### src/commit_pkg.sv
package commit_pkg;

    // datapath and field widths
    localparam int unsigned XLEN         = 64;
    localparam int unsigned REG_IDX_LEN  = 5;
    localparam int unsigned OPCODE_LEN   = 7;
    localparam int unsigned EXC_CODE_LEN = 4;

    // major opcodes, instr[6:0]
    localparam logic [OPCODE_LEN-1:0] OPCODE_OP        = 7'b0110011;
    localparam logic [OPCODE_LEN-1:0] OPCODE_OP_IMM    = 7'b0010011;
    localparam logic [OPCODE_LEN-1:0] OPCODE_OP_32     = 7'b0111011;
    localparam logic [OPCODE_LEN-1:0] OPCODE_OP_IMM_32 = 7'b0011011;
    localparam logic [OPCODE_LEN-1:0] OPCODE_LUI       = 7'b0110111;
    localparam logic [OPCODE_LEN-1:0] OPCODE_AUIPC     = 7'b0010111;
    localparam logic [OPCODE_LEN-1:0] OPCODE_JAL       = 7'b1101111;
    localparam logic [OPCODE_LEN-1:0] OPCODE_JALR      = 7'b1100111;
    localparam logic [OPCODE_LEN-1:0] OPCODE_LOAD      = 7'b0000011;
    localparam logic [OPCODE_LEN-1:0] OPCODE_LOAD_FP   = 7'b0000111;
    localparam logic [OPCODE_LEN-1:0] OPCODE_OP_FP     = 7'b1010011;
    localparam logic [OPCODE_LEN-1:0] OPCODE_STORE     = 7'b0100011;
    localparam logic [OPCODE_LEN-1:0] OPCODE_STORE_FP  = 7'b0100111;
    localparam logic [OPCODE_LEN-1:0] OPCODE_BRANCH    = 7'b1100011;

    // branch resolution as written back by the branch unit
    // target is halfword aligned, bit 0 not stored
    typedef struct packed {
        logic            mispredict;
        logic [XLEN-2:0] target;
    } branch_res_t;

    // rob value slot, meaning depends on the instruction class
    typedef union packed {
        logic [XLEN-1:0] result;
        branch_res_t     branch;
    } rob_value_u;

    // rob head entry
    typedef struct packed {
        logic [XLEN-1:0]         pc;
        logic [31:0]             instr;
        logic [REG_IDX_LEN-1:0]  rd_idx;
        rob_value_u              value;
        logic                    except_raised;
        logic [EXC_CODE_LEN-1:0] except_code;
    } rob_entry_t;

    // retirement class
    // all zero means retire with no side effect
    typedef struct packed {
        logic wr_int;
        logic wr_fp;
        logic is_store;
        logic is_branch;
    } commit_cls_t;

    // commit write request into an architectural register file
    typedef struct packed {
        logic                   en;
        logic [REG_IDX_LEN-1:0] idx;
        logic [XLEN-1:0]        data;
    } rf_wr_t;

endpackage
### src/commit_decoder.sv
`timescale 1ns/1ps

module commit_decoder (
    input  logic [31:0]               instr_i,
    output commit_pkg::commit_cls_t   cls_o
);

    import commit_pkg::*;

    logic [OPCODE_LEN-1:0] opcode;

    // only the major opcode matters at commit
    assign opcode = instr_i[OPCODE_LEN-1:0];

    always_comb begin : cls_decode
        // default is a silent retire
        cls_o = '0;
        case (opcode)
            // integer results, jumps write the link register
            OPCODE_OP,
            OPCODE_OP_IMM,
            OPCODE_OP_32,
            OPCODE_OP_IMM_32,
            OPCODE_LUI,
            OPCODE_AUIPC,
            OPCODE_JAL,
            OPCODE_JALR,
            OPCODE_LOAD: begin
                cls_o.wr_int = 1'b1;
            end

            // fp results
            OPCODE_LOAD_FP,
            OPCODE_OP_FP: begin
                cls_o.wr_fp = 1'b1;
            end

            // both store kinds go out through the store buffer
            OPCODE_STORE,
            OPCODE_STORE_FP: begin
                cls_o.is_store = 1'b1;
            end

            // conditional branches may redirect fetch
            OPCODE_BRANCH: begin
                cls_o.is_branch = 1'b1;
            end

            default: begin
                // unknown opcode, nothing to do
                cls_o = '0;
            end
        endcase
    end

endmodule

### config.mk
export PLATFORM = sky130hd
export DESIGN_NAME = commit_decoder
export DESIGN_NICKNAME = d
export VERILOG_FILES = /design/src/commit_pkg.sv /design/src/commit_decoder.sv
export SDC_FILE = /design/constraint.sdc
export NUM_CORES = 1
export LEC_CHECK = 0
export BUFFER_PORTS_ARGS = -buffer_cell sky130_fd_sc_hd__buf_2
export CAP_MARGIN = 20
export CORE_AREA = 5 5 42 44
export DETAILED_ROUTE_END_ITERATION = 10
export DIE_AREA = 0 0 47 49
export MAX_ROUTING_LAYER = met4
export PLACE_DENSITY = 0.51
export RECOVER_POWER = 25
export SETUP_SLACK_MARGIN = 0.3
export SKIP_LAST_GASP = 1
export SYNTH_ARGS = -nofsm -noshare
export SYNTH_HDL_FRONTEND = slang
export SYNTH_SLANG_ARGS = --single-unit
### constraint.sdc
create_clock -name vclk -period 0.8
set_input_delay 0.08 -clock vclk [all_inputs]
set_output_delay 0.08 -clock vclk [all_outputs]
set_load 0.02 [all_outputs]
Word-level counts from Yosys, hierarchy flattened --
Index checks and enable logic that the tools add are counted.
Word-level totals: register bits 0, output and inout bits 4, word-level logic and storage cells 21
Operators by class: eq/ne operators 14, muxes and demuxes 4, reduce and logical (&&, ||, !) cells 3
Operators with widths (count):
- $eq 7x6->1 const B | 5
- $eq 7x7->1 const B | 4
- $eq 7x5->1 const B | 3
- $reduce_or 9->1 | 1
- $eq 7x2->1 const B | 1
- $eq 7x3->1 const B | 1
- $mux 1 | 4
- $reduce_or 2->1 | 2

Longest topological paths before layout --
word-level depth 3, gate-level depth with buffers 3

Worst setup path before layout --
OpenSTA, ideal clock, no wires.
path type input to output, start input instr_i[0], end output cls_o[0] (netlist bit), arrival 0.983 ns, path slack -0.263 ns, cell stages on the path 3, path buffers 0, cells stage by stage nand2_1 or4b_1 nor3b_2
RTL lines:
- start: declaration | line commit_decoder.sv:4 | input logic [31:0] instr_i,
- end: declaration | line commit_decoder.sv:5 | output commit_pkg::commit_cls_t cls_o

==> summary.md <==
| Metric | Value |
|---|---|
| Slew Limit Fails | `0` |
| Final Core Density | `23.0%` |
| Initial antenna violation count | `0` |
| Unique cell type count in the Yosys netlist | `11` |
| Status | `complete, but fails checks` |
| Share of cells above drive strength 1 | `90.6%` |
| Via-to-Cell Ratio | `3.73` |
| GPL Wtd Cong | `0.749` |
| Sequential cells | `0` |
| IO Count | `36` |
| Cell Pwr Density | `400 nW/um^2` |
| Non-Filler Instances | `48` |
| Filler Cell Count | `168` |
| Cell area after layout | `323 sq um` |
| Drt pass-1 iters | `1` |
| Warning count from the yosys run | `0` |
| Netlist Area Pre-Place | `88.8 sq um` |
| Max Cap Viol | `0` |
| Inst Count DP | `47` |
| Failing checks | `negative setup slack` |
| Clock buf count | `0` |
| Die area | `2300 sq um` |
| Hold Path Class | `input pin to output pin` |
| Chip height | `49 um` |
| Final WL | `453 um` |
| CP required | `720 ps` |
| Worst Tran Pin Value | `211 ps` |
| Critical path's top delay family | `simple AND/OR/NAND/NOR gates` |
| VDD IR-drop max | `0.125 mV` |
| WHS Path Cells | `4` |
| Setup crit end kind | `output pin` |
| Final setup margin | `-339 ps` |
| Crit path kind | `input pin to output pin` |
| DRC Markers | `0` |
| Seq/Total Area, Yosys | `0%` |
| Cells taking the most area after synthesis | `nor3b_2 14%, a21oi_1 11%, and3b_2 11%, or4b_1 11%, nand4b_1 9.9%` |
| Worst path max stage delay | `540 ps` |
| Slew margin rel. | `85.8%` |
| Final ANT Viol Nets | `0` |
| Grt ovf | `0` |
| Total GRT Usage | `3.81%` |
| Synth area leader | `nor3b_2` |
| Synthesis-to-layout area growth | `263%` |
| Crit path arrival time | `1060 ps` |
| Core region area | `1400 sq um` |
| Vias in the first global route | `165` |
| Initial Utilization | `6.34%` |
| Nets | `66` |
| Worst setup SP type | `input pin` |
| Initial detailed-routing violation count | `0` |
| Crit path cell chain | `buf_2, or4b_4, nor3b_4, buf_6` |
| N_diodes | `0` |
| Top-area cell type share of the netlist area | `14.1%` |
| Largest net degree at the start of global routing | `6` |
| CP Max Fanout | `2` |
| Width of the die | `47 um` |
| Final Setup Violations | `4` |
| Slowest CP cell | `or4b_4` |
| Post-Syn Instances | `13` |
| Share of the clock period used by the worst path | `142%` |
| First-pass GRT wire length | `703 um` |
| Fin. Hold Viols | `0` |
| Syn nets | `45` |
| RSZ-0062 raised after global routing | `yes` |
| Row count | `14` |
| DP Area | `245 sq um` |
| LEAKAGE | `0.137 nW` |
| Fmax | `878 MHz` |
| Buffers on Ports | `11` |
| Fin crit period | `1140 ps` |
| Hold Crit Endpoint | `cls_o[1]` |
| Crit path buf inv count | `2` |
| Avg Cell Area, Syn | `6.83 sq um` |
| Vias post-DR | `179` |
| Worst Hold Launch | `instr_i[4]` |
| Sequential cell area | `0 sq um` |
| Routed wire per std cell | `9.44 um` |
[stage by stage]
step                setup WS [ps]  TNS (ps)  hold WS [ps]  total power [mW]
floorplan                    -234      -602           196            0.0291
global placement             -442     -1120           552            0.0958
detailed placement           -458     -1190           544            0.0972
CTS                          -339     -1020           526             0.126
global route                 -390     -1170           542             0.139
finish                       -339      -977           524             0.129
[cell usage in the layout, fill, tap and decap left out]
master / count
buf_4: 8
buf_6: 7
buf_2: 4
a21oi_2: 2
nand4b_1: 1
a21boi_1: 1
nor3_2: 1
o21bai_1: 1
nand2_8: 1
or4b_4: 1
nor3b_4: 1
nor2_2: 1
nor2_4: 1
and3b_2: 1
nor4_2: 1
[kinds of logic (layout without fill, tap and decap cells)]
family / Yosys count / after routing / synth area share, %
AO/OA/AOI/OAI: 4 / 4 / 28.2
buffers and inverters: 0 / 19 / 0
AND/OR/NAND/NOR: 9 / 9 / 71.8
[cell type report]
cell class / count / area [sq um] / area share [%]
timing repair buffer: 19 / 159 / 49.2
tap: 16 / 20.0 / 6.20
multi-input combinational: 13 / 144 / 44.6
[power by group]
part / internal [mW] / switching [mW]
logic: 0.0746 / 0.0545
registers: 0 / 0
clock network: 0 / 0
[routing by layer]
layer  up-vias  routed length [um]  GRT usage (%)
met1        79                 172           5.65
met2        10                 209           5.88
met5         -                   0              -
met4         0                   0              0
met3         0                  72          0.369
li1         90                   -              -
[tightest hold or removal path, delay by kind of cell]
family / cells / cell delay [ps]
and+or+nand+nor: 2 / 170
buffers and inverters: 2 / 190
[how the worst max path moves through the flow]
stage / slack (ps) / depth (start not counted) / start / endpoint
floorplan: -230 / 3 / instr_i[0] / cls_o[0]
global placement: -440 / 5 / instr_i[0] / cls_o[0]
detailed placement: -460 / 5 / instr_i[0] / cls_o[0]
CTS: -340 / 4 / instr_i[4] / cls_o[0]
global route: -390 / 4 / instr_i[3] / cls_o[0]
finish: -340 / 4 / instr_i[3] / cls_o[0]
[cells in the mapped netlist (all sizes together)]
cell type,instances
o21bai,1
a21oi,2
nor3,1
and3b,1
or4b,1
nand2,1
nor2,2
nor3b,1
nor4,1
nand4b,1
a21boi,1
[what timing repair did]
item	4_1_cts	5_1_grt
pin swaps	7	3
endpoints found under the setup margin	4	4
buffers inserted	1	0
hold buffers	0	0
resized for setup	16	4
Note: power is estimated with default switching activity, not from simulation.
