**src/commit_pkg.sv**
```systemverilog
package commit_pkg;

    // datapath and field widths
    localparam int unsigned XLEN         = 64;
    localparam int unsigned REG_IDX_LEN  = 5;
    localparam int unsigned OPCODE_LEN   = 7;
    localparam int unsigned EXC_CODE_LEN = 4;

    // major opcodes, instr[6:0]
    localparam logic [OPCODE_LEN-1:0] OPCODE_OP        = 7'b0110011;
    localparam logic [OPCODE_LEN-1:0] OPCODE_OP_IMM    = 7'b0010011;
    localparam logic [OPCODE_LEN-1:0] OPCODE_OP_32     = 7'b0111011;
    localparam logic [OPCODE_LEN-1:0] OPCODE_OP_IMM_32 = 7'b0011011;
    localparam logic [OPCODE_LEN-1:0] OPCODE_LUI       = 7'b0110111;
    localparam logic [OPCODE_LEN-1:0] OPCODE_AUIPC     = 7'b0010111;
    localparam logic [OPCODE_LEN-1:0] OPCODE_JAL       = 7'b1101111;
    localparam logic [OPCODE_LEN-1:0] OPCODE_JALR      = 7'b1100111;
    localparam logic [OPCODE_LEN-1:0] OPCODE_LOAD      = 7'b0000011;
    localparam logic [OPCODE_LEN-1:0] OPCODE_LOAD_FP   = 7'b0000111;
    localparam logic [OPCODE_LEN-1:0] OPCODE_OP_FP     = 7'b1010011;
    localparam logic [OPCODE_LEN-1:0] OPCODE_STORE     = 7'b0100011;
    localparam logic [OPCODE_LEN-1:0] OPCODE_STORE_FP  = 7'b0100111;
    localparam logic [OPCODE_LEN-1:0] OPCODE_BRANCH    = 7'b1100011;

    // branch resolution as written back by the branch unit
    // target is halfword aligned, bit 0 not stored
    typedef struct packed {
        logic            mispredict;
        logic [XLEN-2:0] target;
    } branch_res_t;

    // rob value slot, meaning depends on the instruction class
    typedef union packed {
        logic [XLEN-1:0] result;
        branch_res_t     branch;
    } rob_value_u;

    // rob head entry
    typedef struct packed {
        logic [XLEN-1:0]         pc;
        logic [31:0]             instr;
        logic [REG_IDX_LEN-1:0]  rd_idx;
        rob_value_u              value;
        logic                    except_raised;
        logic [EXC_CODE_LEN-1:0] except_code;
    } rob_entry_t;

    // retirement class
    // all zero means retire with no side effect
    typedef struct packed {
        logic wr_int;
        logic wr_fp;
        logic is_store;
        logic is_branch;
    } commit_cls_t;

    // commit write request into an architectural register file
    typedef struct packed {
        logic                   en;
        logic [REG_IDX_LEN-1:0] idx;
        logic [XLEN-1:0]        data;
    } rf_wr_t;

endpackage
```
**src/arch_reg_file.sv**
```systemverilog
`timescale 1ns/1ps

module arch_reg_file #(
    parameter logic [commit_pkg::XLEN-1:0] RF_RESET_VALUE = '0
) (
    input  logic                                clk_i,
    input  logic                                rst_n_i,
    // commit write port
    input  commit_pkg::rf_wr_t                  wr_i,
    // read port
    input  logic [commit_pkg::REG_IDX_LEN-1:0]  raddr_i,
    output logic [commit_pkg::XLEN-1:0]         rdata_o
);

    import commit_pkg::*;

    localparam int unsigned NUM_REGS = 2 ** REG_IDX_LEN;

    // architectural state
    logic [XLEN-1:0] regs [NUM_REGS];

    logic            wr_en;

    // x0 is hardwired, drop its writes here
    assign wr_en = wr_i.en & (wr_i.idx != '0);

    always_ff @(posedge clk_i or negedge rst_n_i) begin
        if (!rst_n_i) begin
            for (int i = 0; i < NUM_REGS; i++) begin
                regs[i] <= RF_RESET_VALUE;
            end
        end else if (wr_en) begin
            // one commit per cycle, no port conflict
            regs[wr_i.idx] <= wr_i.data;
        end
    end

    // async read
    // entry 0 reads zero whatever is stored there
    always_comb begin : rd_port
        if (raddr_i == '0) begin
            rdata_o = '0;
        end else begin
            rdata_o = regs[raddr_i];
        end
    end

endmodule

```
**config.mk**
```make
export PLATFORM = sky130hd
export DESIGN_NAME = arch_reg_file
export DESIGN_NICKNAME = d
export VERILOG_FILES = /design/src/commit_pkg.sv /design/src/arch_reg_file.sv
export SDC_FILE = /design/constraint.sdc
export NUM_CORES = 2
export LEC_CHECK = 0
export BUFFER_PORTS_ARGS = -buffer_cell sky130_fd_sc_hd__buf_4
export CAP_MARGIN = 20
export CORE_MARGIN = 4
export CORE_UTILIZATION = 66
export CTS_CLUSTER_DIAMETER = 80
export DETAILED_ROUTE_END_ITERATION = 10
export GPL_TIMING_DRIVEN = 0
export PLACE_DENSITY = 0.83
export SYNTH_ARGS = -nofsm -noshare
export SYNTH_HDL_FRONTEND = slang
export SYNTH_SLANG_ARGS = --single-unit
```
**constraint.sdc**
```tcl
create_clock -name clk_i -period 4.3 [get_ports clk_i]
set_clock_uncertainty 0.15 [all_clocks]
set_input_delay 0.43 -clock clk_i [delete_from_list [all_inputs] [get_ports clk_i]]
set_output_delay 0.43 -clock clk_i [all_outputs]
set_load 0.02 [all_outputs]
```
Word-level counts from Yosys, hierarchy flattened --
Index checks and enable logic that the tools add are counted.
Cells by class: order comparisons 3, mux-type cells 7, bitwise operators 3, reductions and logical operators 3
Operators with widths (count):
- 2048-bit bitwise mux | 1
- 64-bit binary-select mux with 5-bit select | 1
- 64-bit demux with 5-bit select | 1
- 64-bit two-way mux | 4
- 6-bit >= comparator (second input constant) | 2
- 5-bit inverter with 6-bit output | 2
- 6-bit by 1-bit less-than comparator with 1-bit output (second input constant) | 1
- 5-bit zero test | 1
- 5-bit nonzero test | 1
- 1-bit AND | 1
- 1-bit logical AND | 1
Word-level totals: register bits after elaboration 2048, input port bits 77, output and inout bits 64

Depth between registers and ports, before layout --
depth after elaboration 6, mapped depth 9, gate-level depth less buffers 4

Worst setup path before layout --
Ideal clock, no wire load.
path type in2out, from input raddr_i[0] in the netlist's numbering, to output rdata_o[21] in the netlist's numbering, arrival time 2.200 ns, slack 1.520 ns, cell stages on the path 9, path buffers 5, path through buf_6 buf_8 buf_6 buf_6 buf_6 and2b_1 a22oi_1 a21oi_1 nor4_1
Between the ends: longest elaborated chain between the ends 5
Ends and longest elaborated chain:
- from (decl) | line arch_reg_file.sv:11 | input logic [commit_pkg::REG_IDX_LEN-1:0] raddr_i,
- 5-bit inverter with 6-bit output (implied by the code) | line arch_reg_file.sv:44 | rdata_o = regs[raddr_i];
- 64-bit binary-select mux with 5-bit select | line arch_reg_file.sv:44
- 64-bit two-way mux (implied by the code) (2 in series) | line arch_reg_file.sv:44
- 64-bit two-way mux * | line arch_reg_file.sv:41 | if (raddr_i == '0) begin
- to (decl) | line arch_reg_file.sv:12 | output logic [commit_pkg::XLEN-1:0] rdata_o
Every way passes the cells marked *; elsewhere a longest branch is shown, timed or not. The select of a mux whose other input is x is not followed.

Worst setup path after layout --
from input raddr_i[3] in the netlist's numbering, to output rdata_o[34] in the netlist's numbering
The elaborated chain is that of the path after synthesis.

==> results.sh <==
export IMPL_drtIter0Drc=6653
export IMPL_die_area_um2=145700
export IMPL_insertion_delay_ps=850
export IMPL_fillerInstances=8197
export IMPL_timing_final_crit_share_pct=104.2
export IMPL_start_kind="primary input"
export IMPL_worst_pin_slew_ps=1333
export IMPL_fin_hold_ws_ps=52.63
export IMPL_ys_seq_area_share_pct=55.32
export IMPL_ant_nets=0
export IMPL_peakVddDrop_mv=0.3703
export IMPL_finalHoldViolations=0
export IMPL_h_tree_depth=4
export IMPL_rsz0062_at_grt="false"
export IMPL_synth_nets=5808
export IMPL_cts_root_buffer="clkbuf_16"
export IMPL_io_buffers=134
export IMPL_clk_pin_slew_ps=60
export IMPL_instances_no_fill=8227
export IMPL_finalCoreUtilization_pct=75.22
export IMPL_path_cells="buf_4, buf_2, buf_2, nand2_2, clkbuf_1, o22ai_1, a221o_1, buf_4"
export IMPL_required_ps=3720
export IMPL_setup_ws_ps=-178.8
export IMPL_gp_congestion=0.9305
export IMPL_p_per_area_nw_per_um2=501.0
export IMPL_drv_slew=0
export IMPL_status="finished, violations left"
export IMPL_fin_crit_ps=4479
export IMPL_synth_seq_cells=2038
export IMPL_postCtsSetupBuffers=0
export IMPL_die_h_um=381.7
export IMPL_grt_ovfl_total=0
export IMPL_multi_input_area_um2=38190
export IMPL_finalWirelength_mm=286.4
export IMPL_leakagePower_nw=47.39
export IMPL_post_place_ws_ps=-395.6
export IMPL_finalPower_w=0.05207
export IMPL_core_um2=138200
export IMPL_cts_made_buffers=202
export IMPL_grt_max_degree=192
export IMPL_vias=57373
export IMPL_cp_slowest_stage_delay_ps=670
export IMPL_via_per_inst=6.974
export IMPL_wl_per_cell_um=34.82
export IMPL_drive_above_1_share_pct=50.60
export IMPL_die_width_um=381.7
export IMPL_syn_inst=5731
export IMPL_yosysUniqueCellTypes=47
export IMPL_synth_warnings=0
export IMPL_path_class="primary input to output pin"
export IMPL_grt_pass1_wl_mm=412.7
export IMPL_avgSynthCellArea_um2=16.09
export IMPL_slew_headroom_pct=11.16
export IMPL_fmax_mhz=223.3
export IMPL_grt_usage_pct=39.57
export IMPL_netlist_area_um2=92190
export IMPL_largest_register="regs"
export IMPL_firstDrtPassIters=7
export IMPL_area_delta_synth_final_pct=12.75
export IMPL_antenna_found_initial=21
export IMPL_slowest_stage="buf_2"
export IMPL_io_pins=141
export IMPL_clock_path_buffers=3
export IMPL_violations="negative setup slack"
export IMPL_drc=0
export IMPL_grt_pass1_vias=59837
export IMPL_seq_area_um2=51000
export IMPL_worst_endpoint_arrival_ps=3900
export IMPL_crit_fanout=10
export IMPL_largest_reg_flops=2038
export IMPL_nNetsFinal=6246
export IMPL_hp_class="primary input to asynchronous set/reset pin"
export IMPL_drv_cap=0
export IMPL_start_util_pct=66.72
export IMPL_clkSinkCount=2038
export IMPL_cts_tree="yes"
export IMPL_dp_hpwl_mm=186.1
export IMPL_endpoint_kind="output pin"
export IMPL_finalSetupViolCount=15
export IMPL_reg_largest_list="regs x2038"
export IMPL_dp_cells=7760
export IMPL_rows=136
## critical path: cells and delay by family
family / cells / cell delay (ps)
buffers and inverters: 5 / 2240
AOI/OAI and AO/OA: 2 / 730
and+or+nand+nor: 1 / 470
## cells in the mapped netlist (all sizes together)
| cell | n | area [um2] |
|---|---|---|
| and3 | 1 | 6.260 |
| mux2i | 244 | 2442 |
| o31ai | 1 | 7.510 |
| nor3 | 9 | 45.04 |
| a22oi | 24 | 180.2 |
| dfrtp | 2038 | 51000 |
| clkbuf | 286 | 1074 |
| o32ai | 6 | 52.55 |
| a21oi | 7 | 35.03 |
| inv | 1 | 3.750 |
| nand2 | 33 | 123.9 |
| mux2 | 2017 | 22710 |
| or3 | 1 | 6.260 |
| and2 | 7 | 43.80 |
| nor2b | 17 | 106.4 |
| a221o | 10 | 100.1 |
| nor3b | 4 | 45.05 |
| nand2b | 5 | 31.28 |
| o21ai | 10 | 50.05 |
| nand3 | 2 | 15.01 |
| o221ai | 7 | 61.31 |
| buf | 329 | 1979 |
| nand3b | 3 | 30.03 |
| or3b | 1 | 8.760 |
| o22a | 7 | 61.31 |
| and2b | 1 | 7.510 |
| mux4 | 476 | 10740 |
| a22o | 3 | 26.28 |
| nor4 | 11 | 68.82 |
| a211oi | 12 | 90.09 |
| nor2 | 22 | 182.7 |
| o22ai | 96 | 600.6 |
| or2 | 40 | 250.2 |
## path summary, 6_finish.rpt
kind | from | to | slack, ps | cells past startpoint
min in group clk_i | wr_i[6] | regs[6] | 230 | 3
max in group asynchronous | rst_n_i | regs[1812] | 970 | 6
max | raddr_i[3] | rdata_o[34] | -180 | 8
max reg2reg | regs[1119] | regs[1119] | 3330 | 1
min reg2reg | regs[1991] | regs[1991] | 300 | 1
min | rst_n_i | regs[186] | 50 | 2
## cell type report
class / count / area share, %
flip-flops and latches: 2038 / 49.07
multi-input cells: 3077 / 36.74
clock buffers: 311 / 5.937
plain buffers: 615 / 2.949
repair buffers: 234 / 2.263
well taps: 1863 / 2.243
clock inverters: 60 / 0.7271
diodes: 28 / 0.06741
inverters: 1 / 0.003611
## cell families after synthesis
family / Yosys count / synth area share (%)
simple gates: 157 / 1.053
mux: 2737 / 38.94
flops: 2038 / 55.32
compound gates: 183 / 1.372
buf+inv: 616 / 3.316
## metrics by stage
step	cell area (um2)	TNS (ps)
finish	103900	-977.4
global route	103900	0
CTS	103800	0
detailed placement	96190	-1301
global placement	95520	-
floorplan	92190	0
## timing repair
item	4_1_cts	5_1_grt
cloned	0	0
resized for setup	10	1
pin swaps	0	0
setup endpoints to repair	8	1
hold buffers	65	0
hold endpoints to repair	178	0
## layout by cell type (no fill, tap or decap), drive strengths merged
cell type	count
nor2	22
dlygate4sd3	65
and2b	1
o32ai	6
or3	1
nor3b	4
a211oi	12
mux2i	244
or2	40
diode	28
o221ai	7
nor3	9
o21ai	10
clkbuf	597
a221o	10
inv	8
a22oi	24
bufinv	16
mux4	476
and3	1
clkinv	36
o22ai	96
nand2	33
mux2	2017
and2	7
or3b	1
buf	498
dfrtp	2038
nand3b	3
o31ai	1
o22a	7
a22o	3
nand3	2
nor4	11
nor2b	17
nand2b	5
clkinvlp	1
a21oi	7
## per-layer routing
metal	vias to the layer above	track usage (%)	routed length, um
li1	22167	-	-
met1	30780	51.83	106900
met3	930	15.22	34350
met4	20	21.79	17930
met5	-	1.984	405
met2	3476	57.31	126800
## power breakdown
part           total [W]  switching [W]  internal [W]
logic            0.00889        0.00385       0.00505
clock network     0.0184        0.00765        0.0108
registers         0.0247        0.00191        0.0228
Power figures use the tool's default switching activity.
