===== src/commit_pkg.sv =====
package commit_pkg;

    // datapath and field widths
    localparam int unsigned XLEN         = 64;
    localparam int unsigned REG_IDX_LEN  = 5;
    localparam int unsigned OPCODE_LEN   = 7;
    localparam int unsigned EXC_CODE_LEN = 4;

    // major opcodes, instr[6:0]
    localparam logic [OPCODE_LEN-1:0] OPCODE_OP        = 7'b0110011;
    localparam logic [OPCODE_LEN-1:0] OPCODE_OP_IMM    = 7'b0010011;
    localparam logic [OPCODE_LEN-1:0] OPCODE_OP_32     = 7'b0111011;
    localparam logic [OPCODE_LEN-1:0] OPCODE_OP_IMM_32 = 7'b0011011;
    localparam logic [OPCODE_LEN-1:0] OPCODE_LUI       = 7'b0110111;
    localparam logic [OPCODE_LEN-1:0] OPCODE_AUIPC     = 7'b0010111;
    localparam logic [OPCODE_LEN-1:0] OPCODE_JAL       = 7'b1101111;
    localparam logic [OPCODE_LEN-1:0] OPCODE_JALR      = 7'b1100111;
    localparam logic [OPCODE_LEN-1:0] OPCODE_LOAD      = 7'b0000011;
    localparam logic [OPCODE_LEN-1:0] OPCODE_LOAD_FP   = 7'b0000111;
    localparam logic [OPCODE_LEN-1:0] OPCODE_OP_FP     = 7'b1010011;
    localparam logic [OPCODE_LEN-1:0] OPCODE_STORE     = 7'b0100011;
    localparam logic [OPCODE_LEN-1:0] OPCODE_STORE_FP  = 7'b0100111;
    localparam logic [OPCODE_LEN-1:0] OPCODE_BRANCH    = 7'b1100011;

    // branch resolution as written back by the branch unit
    // target is halfword aligned, bit 0 not stored
    typedef struct packed {
        logic            mispredict;
        logic [XLEN-2:0] target;
    } branch_res_t;

    // rob value slot, meaning depends on the instruction class
    typedef union packed {
        logic [XLEN-1:0] result;
        branch_res_t     branch;
    } rob_value_u;

    // rob head entry
    typedef struct packed {
        logic [XLEN-1:0]         pc;
        logic [31:0]             instr;
        logic [REG_IDX_LEN-1:0]  rd_idx;
        rob_value_u              value;
        logic                    except_raised;
        logic [EXC_CODE_LEN-1:0] except_code;
    } rob_entry_t;

    // retirement class
    // all zero means retire with no side effect
    typedef struct packed {
        logic wr_int;
        logic wr_fp;
        logic is_store;
        logic is_branch;
    } commit_cls_t;

    // commit write request into an architectural register file
    typedef struct packed {
        logic                   en;
        logic [REG_IDX_LEN-1:0] idx;
        logic [XLEN-1:0]        data;
    } rf_wr_t;

endpackage

===== src/commit_ctrl.sv =====
`timescale 1ns/1ps

module commit_ctrl (
    input  logic                                    clk_i,
    input  logic                                    rst_n_i,
    // rob head
    input  logic                                    rob_valid_i,
    input  commit_pkg::rob_entry_t                  rob_entry_i,
    output logic                                    rob_ready_o,
    // decoder
    input  commit_pkg::commit_cls_t                 cls_i,
    output logic [commit_pkg::OPCODE_LEN-1:0]       opcode_o,
    // store buffer
    output logic                                    sb_valid_o,
    input  logic                                    sb_ready_i,
    // register file writes
    output commit_pkg::rf_wr_t                      int_wr_o,
    output commit_pkg::rf_wr_t                      fp_wr_o,
    // trap unit
    output logic                                    trap_take_o,
    output logic [commit_pkg::XLEN-1:0]             trap_epc_o,
    output logic [commit_pkg::EXC_CODE_LEN-1:0]     trap_code_o,
    input  logic [commit_pkg::XLEN-1:0]             trap_pc_i,
    // fetch redirect
    output logic                                    flush_o,
    output logic [commit_pkg::XLEN-1:0]             redirect_pc_o
);

    import commit_pkg::*;

    // commit register, payload and occupancy
    rob_entry_t      entry_q;
    logic            full_q;

    logic            except;
    logic            mispredict;
    logic            retire;
    logic            accept;
    logic [XLEN-1:0] branch_pc;

    // held opcode to the decoder, class comes back same cycle
    assign opcode_o = entry_q.instr[OPCODE_LEN-1:0];

    // exception overrides every class effect
    assign except = full_q & entry_q.except_raised;

    // branch view of the value slot
    assign mispredict = full_q & ~except & cls_i.is_branch & entry_q.value.branch.mispredict;
    assign branch_pc  = {entry_q.value.branch.target, 1'b0};

    // store waits for the store buffer, anything else leaves at once
    assign sb_valid_o = full_q & ~except & cls_i.is_store;
    assign retire     = full_q & (~sb_valid_o | sb_ready_i);

    // room when empty or when the head leaves this cycle
    assign rob_ready_o = ~full_q | retire;

    // redirect on mispredict or trap
    assign flush_o       = except | mispredict;
    assign redirect_pc_o = except ? trap_pc_i : branch_pc;

    // entry offered during a flush belongs to the wrong path
    assign accept = rob_valid_i & rob_ready_o & ~flush_o;

    // result view of the value slot
    always_comb begin : rf_write
        int_wr_o.en   = retire & ~except & cls_i.wr_int;
        int_wr_o.idx  = entry_q.rd_idx;
        int_wr_o.data = entry_q.value.result;
        fp_wr_o.en    = retire & ~except & cls_i.wr_fp;
        fp_wr_o.idx   = entry_q.rd_idx;
        fp_wr_o.data  = entry_q.value.result;
    end

    // trap info straight from the held entry
    // an excepting entry always retires in its first cycle
    assign trap_take_o = except;
    assign trap_epc_o  = entry_q.pc;
    assign trap_code_o = entry_q.except_code;

    // occupancy
    always_ff @(posedge clk_i or negedge rst_n_i) begin
        if (!rst_n_i) begin
            full_q <= 1'b0;
        end else if (accept) begin
            full_q <= 1'b1;
        end else if (retire) begin
            full_q <= 1'b0;
        end
    end

    // payload only loads on handshake
    always_ff @(posedge clk_i) begin
        if (accept) begin
            entry_q <= rob_entry_i;
        end
    end

endmodule


===== config.mk =====
export PLATFORM = sky130hd
export DESIGN_NAME = commit_ctrl
export DESIGN_NICKNAME = d
export VERILOG_FILES = /design/src/commit_pkg.sv /design/src/commit_ctrl.sv
export SDC_FILE = /design/constraint.sdc
export NUM_CORES = 1
export LEC_CHECK = 0
export BUFFER_PORTS_ARGS = -buffer_cell sky130_fd_sc_hd__buf_4
export CORE_AREA = 2 2 207 209
export CTS_BUF_LIST = sky130_fd_sc_hd__clkbuf_4 sky130_fd_sc_hd__clkbuf_8 sky130_fd_sc_hd__clkbuf_16
export DETAILED_ROUTE_END_ITERATION = 7
export DIE_AREA = 0 0 209 211
export PLACE_DENSITY = 0.45
export SETUP_SLACK_MARGIN = 0.1
export SYNTH_ARGS = -nofsm -noshare
export SYNTH_HDL_FRONTEND = slang
export SYNTH_SLANG_ARGS = --single-unit
export TNS_END_PERCENT = 1

===== constraint.sdc =====
create_clock -name clk_i -period 6.9 [get_ports clk_i]
set_clock_uncertainty 0.1 [all_clocks]
set_input_delay 0.69 -clock clk_i [delete_from_list [all_inputs] [get_ports clk_i]]
set_output_delay 0.69 -clock clk_i [all_outputs]
set_load 0.03 [all_outputs]

# ---- Word-level counts from Yosys, hierarchy flattened
# Index checks and enable logic that the tools add are counted.
dict set report word_totals {
  output_inout_bits 283
  word_cells 29
  regBits 146
}
dict set report op_classes {
  mux 3
  n_reduce_logical 1
  bitwise 18
}
# op n
set ops {}
lappend ops {{$mux W64} 1}
lappend ops {{$and A1 B1 Y1} 11}
lappend ops {{$not A1 Y1} 4}
lappend ops {{$or A1 B1 Y1} 3}
lappend ops {{$mux W1} 2}
lappend ops {{$reduce_bool A2 Y1} 1}

# ---- Depth between registers and ports, before layout
dict set report logic_depth {
  ltp_word 11
  ltp_mapped 4
}

# ---- Worst setup path before layout
# No wires, ideal clock.
dict set report synth_path {
  path_type {input port to flip-flop}
  from {input cls_i[1] (netlist name)}
  to {register entry_q[4] (netlist name), enable pin}
  t_arrival_ps 4346
  path_buffers 0
  required_time_ps 6276
  setup_ps 524
  cell_stages 2
  path_slack_ps 1930
  path_cell_list {nor4bb_1 and4b_1}
}
dict set report synth_between {
  elab_chain_len 7
}
# item line
set synth_rtl {}
lappend synth_rtl {{start: declaration} commit_ctrl.sv:11} ;# input commit_pkg::commit_cls_t cls_i,
lappend synth_rtl {{$and A1 B1 Y1} commit_ctrl.sv:52} ;# assign sb_valid_o = full_q & ~except & cls_i.is_store;
lappend synth_rtl {{$not A1 Y1} commit_ctrl.sv:53} ;# assign retire = full_q & (~sb_valid_o | sb_ready_i);
lappend synth_rtl {{$or A1 B1 Y1} commit_ctrl.sv:53}
lappend synth_rtl {{$and A1 B1 Y1} commit_ctrl.sv:53}
lappend synth_rtl {{$or A1 B1 Y1} commit_ctrl.sv:56} ;# assign rob_ready_o = ~full_q | retire;
lappend synth_rtl {{$and A1 B1 Y1 (2 in a row)} commit_ctrl.sv:63} ;# assign accept = rob_valid_i & rob_ready_o & ~flush_o;
lappend synth_rtl {{net accept} commit_ctrl.sv:38} ;# logic accept;
lappend synth_rtl {{end signal: assignment} commit_ctrl.sv:95} ;# entry_q <= rob_entry_i;
lappend synth_rtl {{end: declaration} commit_ctrl.sv:32} ;# rob_entry_t entry_q;
# The timed path passes the listed nets, and every way through them passes these cells.
# A chain may end at the register's enable or synchronous reset.

# ---- Worst setup path after layout
dict set report layout_path {
  from {register entry_q[4] (netlist name)}
  to {output redirect_pc_o[4] (netlist name)}
}
dict set report layout_between {
  elab_chain_len 2
}
# item line
set layout_rtl {}
lappend layout_rtl {{$and A1 B1 Y1} commit_ctrl.sv:45} ;# assign except = full_q & entry_q.except_raised;
lappend layout_rtl {{$mux W64} commit_ctrl.sv:60} ;# assign redirect_pc_o = except ? trap_pc_i : branch_pc;
lappend layout_rtl {{end: declaration} commit_ctrl.sv:26} ;# output logic [commit_pkg::XLEN-1:0] redirect_pc_o
# Every way passes these cells.

==> summary.md <==
| Metric | Value |
|---|---|
| Reg2reg path depth | `3` |
| Max clock buf depth | `2` |
| Synthesized area | `6990 µm²` |
| Met2 Track Usage GR | `0.162` |
| CTS buffer count | `17` |
| Share of layout cells above drive strength 1 | `0.791` |
| CP bufs+invs | `2` |
| Peak supply drop | `between 150 and 200 µV` |
| CTS resizes | `0` |
| # hold bufs at CTS | `1` |
| Synth cell count leaders | `buf_4 (213), edfxtp_1 (145), mux2_4 (37), mux2_2 (26), buf_6 (5)` |
| Final Slew Violations | `0` |
| Initial antenna violation count | `3` |
| EDFF count, synth | `145` |
| Ranking of synthesized cells by area | `edfxtp_1 (62%), buf_4 (23%), mux2_4 (7.9%)` |
| Run status | `completed` |
| Sink Count | `146` |
| Largest net degree at the start of global routing | `109` |
| Max frequency | `0.280 GHz` |
| Synth top area share | `0.623` |
| Wire per inst | `16.5 µm` |
| Final-report hold violation count | `0` |
| Netlist cell types | `17` |
| Drt first pass iters | `6` |
| DRC viols | `0` |
| DP HPWL | `~17 mm` |
| Io pins | `525` |
| Min-delay worst type | `in -> reg` |
| Final Setup Violations | `0` |
| RSZ-0062 raised after global routing | `false` |
| Critical path type | `reg -> out` |
| First-pass GRT wire length | `28.9 mm` |
| Crit path max-delay cell type | `buf_4` |
| Busiest layer in global routing | `met2` |
| Fin crit period | `3570 ps` |
| Crit path launch type | `flop` |
| Post-synth ARST share | `0.00685` |
| GRT Util Overall | `0.0960` |
| Cells after synthesis | `about 440` |
| Initial Utilization | `0.167` |
| Detailed-route via count | `4285` |
| Die Width | `209 µm` |
| CTS tree | `built` |
| Met1 Usage GRT | `0.0938` |
| Antenna-violating nets left | `0` |
| Arrival time at the worst endpoint | `2780 ps` |
| Vias per cell | `3.30` |
| Critical Path, Cell by Cell | `nand2_4, buf_4, mux2_2, buf_4` |
| Number of max-cap violations | `0` |
| Worst setup EP type | `primary output` |
| Worst-Margin Slew | `714 ps` |
| Yosys reg bits | `146` |
| Worst path depth | `4` |
| Clock-pin slew on the worst setup and hold paths | `70 ps` |
| Hold path depth | `1` |
| Number of port buffers | `about 500` |
| Top FF cell, synth | `edfxtp_1` |
| Count leader, synth | `buf_4` |
| Routed WL | `21.4 mm` |
| Post-synthesis sequential area ratio | `0.626` |
| Die area | `roughly 44000 µm²` |
| Largest area contributor in the netlist | `edfxtp_1` |
| Syn_area_per_cell | `15.8 µm²` |
| Die Y-Extent | `211 µm` |
| Gr ovfl total | `0` |
| Pwr Density | `262 nW/µm²` |
| Clk root buf | `clkbuf_16` |
| Post-CTS setup buffers | `0` |
| Max H-tree Level | `4` |
| Clock Latency Late Sink | `about 470 ps` |
| Yosys warning total | `0` |
| M3 GR Usage | `0.0482` |
| Layout Area Growth over Synthesis | `48.5%` |
| Setup TNS | `0 ps` |
| Syn nets | `around 690` |
| CP required | `6110 ps` |
| Final worst-path cycle share | `0.517` |
| Crit Path Max Fanout | `45` |
| CP most frequent cell | `buf_4` |
| Leakage Power | `4.60 nW` |
| Standard-cell rows | `75` |
| Worst stage delay on the critical path | `670 ps` |
| Core area | `between 40000 and 50000 µm²` |
| Normalized max-slew margin | `0.524` |
| Vias in the first global route | `around 4400` |
| Initial DRC Count | `153` |
| Gpl congestion | `0.726` |
| Final core occ | `0.249` |
| Crit path max-delay family | `buffers and inverters` |
| # nets final | `986` |
==> stage by stage <==
stage	worst slack (ps)	std cells	hold slack (ps)	cell area, µm²	power [mW]
floorplan	1930	443	294	6990	1.60
global placement	3740	1263	373	9780	1.81
detailed placement	3750	1263	372	9780	1.81
CTS	3190	1296	225	10400	2.79
global route	3140	1296	239	10400	2.84
finish	3330	1297	286	10400	2.73
==> sequential cells by signal, summed over array words and instances (netlist names) <==
signal       count
trap_epc_o      64
fp_wr_o         69
full_q           1
trap_code_o      4
opcode_o         7
entry_q          1
==> worst register-to-register path, stage by stage, from the launching register on <==
cell and delay [ps]:
edfxtp_1 520, nand2_4 480, and4b_4 760, buf_12 510
==> power breakdown <==
part / internal [mW] / switching, mW
clock network: 0.512 / 0.436
registers: 1.06 / 0.0417
logic: 0.286 / 0.392
total: 1.86 / 0.869
==> cells by family after synthesis <==
| logic type | synth area share |
|---|---|
| muxes | 0.121 |
| AOI/OAI and AO/OA | 0.00197 |
| buffers and inverters | 0.239 |
| DFF | 0.626 |
| and+or+nand+nor | 0.0113 |
==> path summary, 6_finish.rpt <==
check,from,endpoint,slack [ps]
max,entry_q[4]$_DFFE_PP_,redirect_pc_o[4],3330
min,rob_entry_i[123],trap_epc_o[17]$_DFFE_PP_,290
max reg2reg,entry_q[4]$_DFFE_PP_,trap_epc_o[15]$_DFFE_PP_,4030
min reg2reg,fp_wr_o[63]$_DFFE_PP_,full_q$_DFFE_PN0P_,780
max in group asynchronous,rst_n_i,full_q$_DFFE_PN0P_,6150
min in group asynchronous,rst_n_i,full_q$_DFFE_PN0P_,470
==> metal layers <==
layer,wire (µm),vias up
met5,13,-
met4,619,2
met3,2130,30
li1,-,1954
met1,7600,2004
met2,11100,295
==> placed cells by master (no fill, tap or decap), types with 2 or more instances in the layout <==
cell type / instances
edfxtp_1: 145
clkinv_4: 2
inv_8: 5
buf_4: 500
clkbuf_16: 17
mux2_4: 37
nor2b_1: 2
inv_6: 5
inv_1: 2
nor4bb_1: 3
mux2_2: 26
==> cell type report <==
type | count | area (µm²)
repair buffers | 502 | 3780
diodes | 1 | 2.50
fillers | 4316 | 31400
flip-flops and latches | 146 | 4380
clock inverters | 15 | 160
well taps | 539 | 674
multi-input cells | 75 | 950
inverters | 2 | 7.51
clock buffers | 17 | 425
Note: power is estimated with default switching activity, not from simulation.
