==> config.mk <==
export PLATFORM = sky130hd
export DESIGN_NAME = trap_unit
export DESIGN_NICKNAME = d
export VERILOG_FILES = /design/src/commit_pkg.sv /design/src/trap_unit.sv
export SDC_FILE = /design/constraint.sdc
export NUM_CORES = 1
export LEC_CHECK = 0
export ABC_AREA = 1
export BUFFER_PORTS_ARGS = -buffer_cell sky130_fd_sc_hd__clkbuf_2
export CAP_MARGIN = 20
export CORE_MARGIN = 3
export CORE_UTILIZATION = 39
export CTS_BUF_LIST = sky130_fd_sc_hd__clkbuf_8
export CTS_CLUSTER_SIZE = 12
export DETAILED_ROUTE_END_ITERATION = 12
export PLACE_DENSITY_LB_ADDON = 0.25
export RECOVER_POWER = 100
export SYNTH_ARGS = -nofsm -noshare
export SYNTH_HDL_FRONTEND = slang
export SYNTH_SLANG_ARGS = --single-unit
==> constraint.sdc <==
create_clock -name clk_i -period 0.8 [get_ports clk_i]
set_clock_uncertainty 0.05 [all_clocks]
set_input_delay 0.16 -clock clk_i [delete_from_list [all_inputs] [get_ports clk_i]]
set_output_delay 0.16 -clock clk_i [all_outputs]
set_load 0.05 [all_outputs]
==> src/commit_pkg.sv <==
package commit_pkg;

    // datapath and field widths
    localparam int unsigned XLEN         = 64;
    localparam int unsigned REG_IDX_LEN  = 5;
    localparam int unsigned OPCODE_LEN   = 7;
    localparam int unsigned EXC_CODE_LEN = 4;

    // major opcodes, instr[6:0]
    localparam logic [OPCODE_LEN-1:0] OPCODE_OP        = 7'b0110011;
    localparam logic [OPCODE_LEN-1:0] OPCODE_OP_IMM    = 7'b0010011;
    localparam logic [OPCODE_LEN-1:0] OPCODE_OP_32     = 7'b0111011;
    localparam logic [OPCODE_LEN-1:0] OPCODE_OP_IMM_32 = 7'b0011011;
    localparam logic [OPCODE_LEN-1:0] OPCODE_LUI       = 7'b0110111;
    localparam logic [OPCODE_LEN-1:0] OPCODE_AUIPC     = 7'b0010111;
    localparam logic [OPCODE_LEN-1:0] OPCODE_JAL       = 7'b1101111;
    localparam logic [OPCODE_LEN-1:0] OPCODE_JALR      = 7'b1100111;
    localparam logic [OPCODE_LEN-1:0] OPCODE_LOAD      = 7'b0000011;
    localparam logic [OPCODE_LEN-1:0] OPCODE_LOAD_FP   = 7'b0000111;
    localparam logic [OPCODE_LEN-1:0] OPCODE_OP_FP     = 7'b1010011;
    localparam logic [OPCODE_LEN-1:0] OPCODE_STORE     = 7'b0100011;
    localparam logic [OPCODE_LEN-1:0] OPCODE_STORE_FP  = 7'b0100111;
    localparam logic [OPCODE_LEN-1:0] OPCODE_BRANCH    = 7'b1100011;

    // branch resolution as written back by the branch unit
    // target is halfword aligned, bit 0 not stored
    typedef struct packed {
        logic            mispredict;
        logic [XLEN-2:0] target;
    } branch_res_t;

    // rob value slot, meaning depends on the instruction class
    typedef union packed {
        logic [XLEN-1:0] result;
        branch_res_t     branch;
    } rob_value_u;

    // rob head entry
    typedef struct packed {
        logic [XLEN-1:0]         pc;
        logic [31:0]             instr;
        logic [REG_IDX_LEN-1:0]  rd_idx;
        rob_value_u              value;
        logic                    except_raised;
        logic [EXC_CODE_LEN-1:0] except_code;
    } rob_entry_t;

    // retirement class
    // all zero means retire with no side effect
    typedef struct packed {
        logic wr_int;
        logic wr_fp;
        logic is_store;
        logic is_branch;
    } commit_cls_t;

    // commit write request into an architectural register file
    typedef struct packed {
        logic                   en;
        logic [REG_IDX_LEN-1:0] idx;
        logic [XLEN-1:0]        data;
    } rf_wr_t;

endpackage
==> src/trap_unit.sv <==
`timescale 1ns/1ps

module trap_unit #(
    parameter logic [commit_pkg::XLEN-1:0] MTVEC_BASE = '0
) (
    input  logic                                    clk_i,
    input  logic                                    rst_n_i,
    // trap request from commit
    input  logic                                    take_i,
    input  logic [commit_pkg::XLEN-1:0]             epc_i,
    input  logic [commit_pkg::EXC_CODE_LEN-1:0]     code_i,
    // handler address
    output logic [commit_pkg::XLEN-1:0]             trap_pc_o,
    // machine trap registers
    output logic [commit_pkg::XLEN-1:0]             mepc_o,
    output logic [commit_pkg::EXC_CODE_LEN-1:0]     mcause_o
);

    import commit_pkg::*;

    logic [XLEN-1:0]         vec_offset;
    logic [XLEN-1:0]         mepc_q;
    logic [EXC_CODE_LEN-1:0] mcause_q;

    // vectored mode, one word per cause
    assign vec_offset = {{(XLEN-EXC_CODE_LEN-2){1'b0}}, code_i, 2'b00};
    assign trap_pc_o  = MTVEC_BASE + vec_offset;

    // captured on the retiring edge of the faulting entry
    always_ff @(posedge clk_i or negedge rst_n_i) begin
        if (!rst_n_i) begin
            mepc_q   <= '0;
            mcause_q <= '0;
        end else if (take_i) begin
            mepc_q   <= epc_i;
            mcause_q <= code_i;
        end
    end

    assign mepc_o   = mepc_q;
    assign mcause_o = mcause_q;

endmodule

## After elaboration in Yosys (flattened, before gate mapping)

Index checks and enable logic that the tools add are counted.
Widths: inputs -> output; s select.

- Latch bits: 0
- Bits in registers: 68
- RAM bits: 0
- Memory bits (read-only): 0
- Word-level logic and storage cells: 2
- Input bits: 71
- Output and inout port bits: 132
- Memories: 0

- Multiplexer cells: 0
- $mul: 0
- Div/mod/pow operators: 0
- $add $sub $neg: 0
- Equality and inequality tests: 0
- $lt $le $gt $ge: 0
- Shifts and indexed selects: 0
- Reductions and logical operators: 0
- Bitwise gates (word level): 0

## Logic depth before layout (Yosys ltp)

Gate-level depths: netlist (run 1).

- Word-level depth: 0
- Gate-level depth with buffers: 6
- Depth with buffers taken out: 3

## Least setup slack after synthesis (run 1)

Ideal clock, no wire load.

- Path type: register -> register
- From: register, netlist name mcause_o[0]
- To: register mcause_q[0], in the netlist mcause_o[0]
- Setup slack: -0.082 ns
- Stages on the path, launching flop included: 3
- Data required time: 0.631 ns
- Arrival time: 0.713 ns
- Library setup time: 0.119 ns
- Cells stage by stage: dfrtp_1 -> nand2_1 -> nand2_1

RTL lines:

| item | RTL line | source |
|---|---|---|
| end signal, assigned | trap_unit.sv:36 | `mcause_q <= code_i;` |
| end, declared | trap_unit.sv:23 | `logic [EXC_CODE_LEN-1:0] mcause_q;` |

## Final worst setup path (run 1)

- From: register mepc_q[48], in the netlist mepc_o[48]
- To: output port mepc_o[48] (netlist bit)

RTL lines:

| item | RTL line | source |
|---|---|---|
| start, declared | trap_unit.sv:22 | `logic [XLEN-1:0] mepc_q;` |
| start signal, assigned | trap_unit.sv:35 | `mepc_q <= epc_i;` |
| end, declared | trap_unit.sv:15 | `output logic [commit_pkg::XLEN-1:0] mepc_o,` |

No word-level cell between the ends.

==> flow_summary.ini, run 1 <==
[worst_setup_path]
crit_chain = clkbuf_16
end_kind = primary output
cp_top_family = flip-flops
critPathRequiredTime_ns = 0.59
reg2reg_from = mepc_o[59]
worst_setup_path_start_kind = flop
crit_buf_inv = 1
critical_path_class = reg -> out
critical_path.max_fanout = 2
startpoint = mepc_o[48]
slowest_delay_ns = 0.42
arrival_ns = 0.94
critPathSlowestCell = dfrtp_2

[floorplan]
row_count = 31
die_area_um2 = 8946
io_pins = 203
die_w_um = 94.59
die_h_um = 94.59
core_um2 = 7447
initial_utilization = 0.4110

[clock_network]
clk_latency_ns = 0.34
h-tree-depth = 3
cts.sinks = 68
cts_root_buffer = clkbuf_8
cts_tree = done
clk_pin_slew_ns = 0.07
cts_buffers = 9
cts_buffer_depth = 2

[min_path]
min_path_type = in -> reg
hold_start = code_i[1]

[placed_design]
post-place-ws_ns = -0.1822
port_buffers = 142
gp_congestion = 0.7081
dp_hpwl_mm = 5.357
placedCellCount = 584

[synthesis]
synth_top_area_frac = 0.5560
synth_area_per_cell_um2 = 8.670
yosysUniqueCellTypes = 7
seq_area_frac_synth = 0.5560
ys_ff_latch = 68
syn_area_um2 = 3060
yosys_warnings = 0
synth_largest_area_cell = dfrtp_1
ys_top_cells_by_area = dfrtp_1, nand2_1, buf_4
syn_inst = 353

[finish]
regArea_um2 = 1787
multi_input_area_um2 = 1008
diodes = 0
drive_gt1_frac = 0.4333
area.growth.synth_to_final_pct = 77.47
final_nets = 643
fin_cells = 676
nFillCells = 479

[power]
irDropWorstVdd_mv = 1.207
cellLeakagePower_nw = 2.865
power.density_nw_per_um2 = 2068

[outcome]
status = finished with violations
violations = negative setup slack

[global_route]
grt_pass1_wl_mm = 14.20
track_usage = 0.2095
grt-ovfl-total = 0
grt_pass1_vias = 2955
antenna_found_initial = 0
grt_start_max_net_pins = 41

[route]
vias_per_cell = 4.296
drtPass1Iterations = 4
drt_iter0_markers = 79
drt_wl_total_mm = 9.551
drc = 0
vias = 2904
antenna_left = 0
wire_per_inst_um = 14.13

[sta]
rsz0062_at_grt = true
setup_viol = 76
layout_setup_ws_ns = -0.3478
finalSetupTns_ns = -22.32
timing.final.crit_share = 1.435
timing.fmax_mhz = 871.2
finalMaxSlewViolations = 0
fin_crit_ns = 1.148
hold_viol_final = 0

[run]
maxCapViolCount = 0
## cell usage in the layout, fill, tap and decap left out, drive strengths merged
cell type    count
conb            60
buf             85
inv              1
nand2          204
dlygate4sd3     68
dfrtp           68
clkbuf          87
bufinv           2
clkinv           2
## registers in the layout, summed over array words and instances, names as in the netlist
name      count
mepc_o       64
mcause_o      4
## power breakdown
group / switching, mW / internal [mW]
Combinational: 2.43 / 1.42
Sequential: 0.307 / 3.80
Clock: 1.28 / 2.00
Total: 4.01 / 7.22
## Yosys cell counts
library cell and number:
inv_2 1, buf_4 66, buf_2 9, dfrtp_1 68, nand2_1 204, buf_6 4, conb_1 1
## cell families (layout without fill, tap and decap cells)
| kind of cell | Yosys count | count (layout) | share of synthesized area |
|---|---|---|---|
| flip-flops | 68 | 68 | 0.5560 |
| buffers and inverters | 80 | 245 | 0.1926 |
| other | 1 | 60 | 0.001225 |
| AND/OR/NAND/NOR | 204 | 204 | 0.2502 |
## per-layer routing
layer  wire [µm]  global-route usage  vias up
met5           0                   0        -
met4         248              0.1154        0
met3         838             0.06295       22
met2        5144              0.3706      141
met1        3319              0.2221     1378
li1            -                   -     1363
## layout make-up
cell class	instances	share of cell area
Sequential cell	68	0.3290
Tap cell	99	0.02281
Timing Repair Buffer	228	0.4186
Clock buffer	12	0.03041
Clock inverter	4	0.01290
Multi-Input combinational cell	264	0.1857
Inverter	1	0.0006911
## what timing repair did
action | 4_1_cts | 5_1_grt
hold buffers | 68 | 0
buffers inserted | 1 | 7
gates cloned | 0 | 0
gates resized for setup | 138 | 80
pin swaps | 0 | 1
endpoints found under the hold margin | 135 | 0
setup endpoints to repair | 69 | 72
## worst paths after layout
path,endpoint,slack [ns],cells after the start
setup reg to reg,mepc_o[59],-0.04,3
hold / removal,mcause_o[1],0.04,3
hold reg to reg,mepc_o[63],0.45,2
setup / recovery,mepc_o[48],-0.35,1
min in group asynchronous,mepc_o[11],0.34,3
max in group asynchronous,mepc_o[63],0.02,3
## metrics by stage
stage	instance area [µm²]	total power [mW]	hold slack (ns)	util
2_1_floorplan	3373	6.390	-0.1856	-
3_3_place_gp	3741	6.835	0.1339	0.5024
3_5_place_dp	3741	6.864	0.1361	0.5024
4_1_cts	5274	10.98	0.004467	0.7082
5_1_grt	5431	11.68	0.01310	0.7293
6_report	5431	11.23	0.03903	0.7293
(Power assumes the default switching activity.)
==> run 2, diff against run 1 <==
--- a/config.mk
+++ b/config.mk
@@ -14,7 +14,7 @@
 export CTS_CLUSTER_SIZE = 12
 export DETAILED_ROUTE_END_ITERATION = 12
 export PLACE_DENSITY_LB_ADDON = 0.25
-export RECOVER_POWER = 100
+export SKIP_LAST_GASP = 1
 export SYNTH_ARGS = -nofsm -noshare
 export SYNTH_HDL_FRONTEND = slang
 export SYNTH_SLANG_ARGS = --single-unit
==> run 2 against run 1 <==
Against the previous run: the flow still finishes with violations (negative setup slack); cell area down 0.14%; sequential power about the same; utilization down 0.10 points; combinational power about the same; non-clock buffer count unchanged; highest routed layer unchanged; flip-flop and latch count unchanged; clock-buffer cell count unchanged; final cell count unchanged; register-to-register slack about the same; clock power about the same; global-route usage down 0.051 points; maximum frequency down 0.15%.
==> flow_summary.ini, run 2 (synthesized netlist as in run 1, its figures left out) <==
[global_route]
track_usage = 0.2089
antenna_found_initial = 0
grt_start_max_net_pins = 41
grt-ovfl-total = 0
grt_pass1_wl_mm = 14.18
grt_pass1_vias = 2955

[worst_setup_path]
crit_buf_inv = 1
critPathRequiredTime_ns = 0.59
ff2ff_setup_slack_ns = -0.04
slowest_delay_ns = 0.42
arrival_ns = 0.94
cp_top_family = flip-flops
r2r-end = mepc_o[59]
crit_chain = clkbuf_16
reg2reg_from = mepc_o[59]
critPathSlowestCell = dfrtp_2
critical_path.max_fanout = 2
end_kind = primary output
critical_path_class = reg -> out
worst_setup_path_start_kind = flop
r2r_cells = 3

[floorplan]
core_um2 = 7447
die_h_um = 94.59
initial_utilization = 0.4110
io_pins = 203
die_w_um = 94.59
die_area_um2 = 8946
row_count = 31

[sta]
timing.final.crit_share = 1.437
rsz0062_at_grt = true
setup_viol = 77
timing.fmax_mhz = 870.0
layout_setup_ws_ns = -0.3495
hold_viol_final = 0
fin_crit_ns = 1.149
finalMaxSlewViolations = 0

[clock_network]
cts_root_buffer = clkbuf_8
clk_pin_slew_ns = 0.07
cts_tree = done
h-tree-depth = 3
cts.sinks = 68
cts_buffers = 9
clk_latency_ns = 0.34
cts_buffer_depth = 2

[finish]
diodes = 0
layout_commonest_cell = nand2_1
largest_register_ffs = 64
fin_cells = 676
nFillCells = 476
final_cell_mix = nand2_1, clkbuf_2, dlygate4sd3_1, dfrtp_2, buf_8
final_nets = 643
area.growth.synth_to_final_pct = 77.23
drive_gt1_frac = 0.4281

[run]
maxCapViolCount = 0

[route]
antenna_left = 0
vias = 2884
drt_iter0_markers = 85
drc = 0
drt_wl_total_mm = 9.385
drtPass1Iterations = 4
vias_per_cell = 4.266
wire_per_inst_um = 13.88

[outcome]
status = finished with violations
violations = negative setup slack

[power]
irDropWorstVdd_mv = 1.205
cellLeakagePower_nw = 2.870
power.density_nw_per_um2 = 2069
total_power_mw = 11.22

[min_path]
hold_start = code_i[1]
hold_end = mcause_o[1]
min_path_type = in -> reg
holdPathStages = 3

[placed_design]
dp_hpwl_mm = 5.357
port_buffers = 142
gp_congestion = 0.7081
placedCellCount = 584
[run 2: metrics by stage]
step	TNS [ns]	instance area, µm²	hold slack [ns]	utilization	setup WS (ns)
after floorplan	0	3373	-0.1856	-	0.0001106
after global placement	-8.766	3741	0.1339	0.5024	-0.1524
after detailed placement	-9.623	3741	0.1361	0.5024	-0.1822
after CTS	-24.67	5271	0.004467	0.7078	-0.3802
after global routing	-25.43	5424	0.01890	0.7283	-0.3921
final	-22.37	5424	0.03570	0.7283	-0.3495
[run 2: timing repair]
action / 4_1_cts / 5_1_grt
buffers inserted: 1 / 7
cloned: 0 / 0
hold buffers: 68 / 0
setup endpoints to repair: 69 / 72
hold endpoints to repair: 135 / 0
gates resized for setup: 137 / 72
[run 2: power breakdown]
group / switching (mW) / total (mW) / leakage, nW / internal, mW
clock network: 1.28 / 3.28 / 0.122 / 2.00
registers: 0.301 / 4.10 / 0.751 / 3.80
logic: 2.42 / 3.83 / 2.00 / 1.42
total: 4.00 / 11.2 / 2.87 / 7.22
[run 2: final cells by class]
| class | instances | area, µm² | share of cell area |
|---|---|---|---|
| clock buffers | 12 | 165.2 | 0.03045 |
| inverters | 1 | 3.754 | 0.0006920 |
| repair buffers | 228 | 2278 | 0.4201 |
| multi-input cells | 264 | 996.0 | 0.1836 |
| clock inverters | 4 | 70.07 | 0.01292 |
| well taps | 99 | 123.9 | 0.02284 |
| flip-flops and latches | 68 | 1787 | 0.3294 |
[run 2: per-layer routing]
metal	vias up	wire, µm	track usage
met5	-	0	0
met4	0	244	0.1154
met3	22	795	0.06295
met2	147	5001	0.3688
met1	1349	3344	0.2221
li1	1366	-	-
[run 2: worst max-delay path by stage]
stage / cells past startpoint / startpoint / slack (ns) / end
after CTS: 1 / mepc_o[47] / -0.38 / mepc_o[47]
final: 1 / mepc_o[48] / -0.35 / mepc_o[48]
after detailed placement: 4 / take_i / -0.18 / mepc_o[62]
after floorplan: 2 / mcause_o[0] / 0.0001 / mcause_o[0]
after global routing: 1 / mepc_o[48] / -0.39 / mepc_o[48]
after global placement: 4 / take_i / -0.15 / mepc_o[0]
[run 2: tightest hold or removal path, stage by stage]
cell and delay (ns):
clkbuf_2 0.11, nand2_1 0.07, nand2_1 0.05
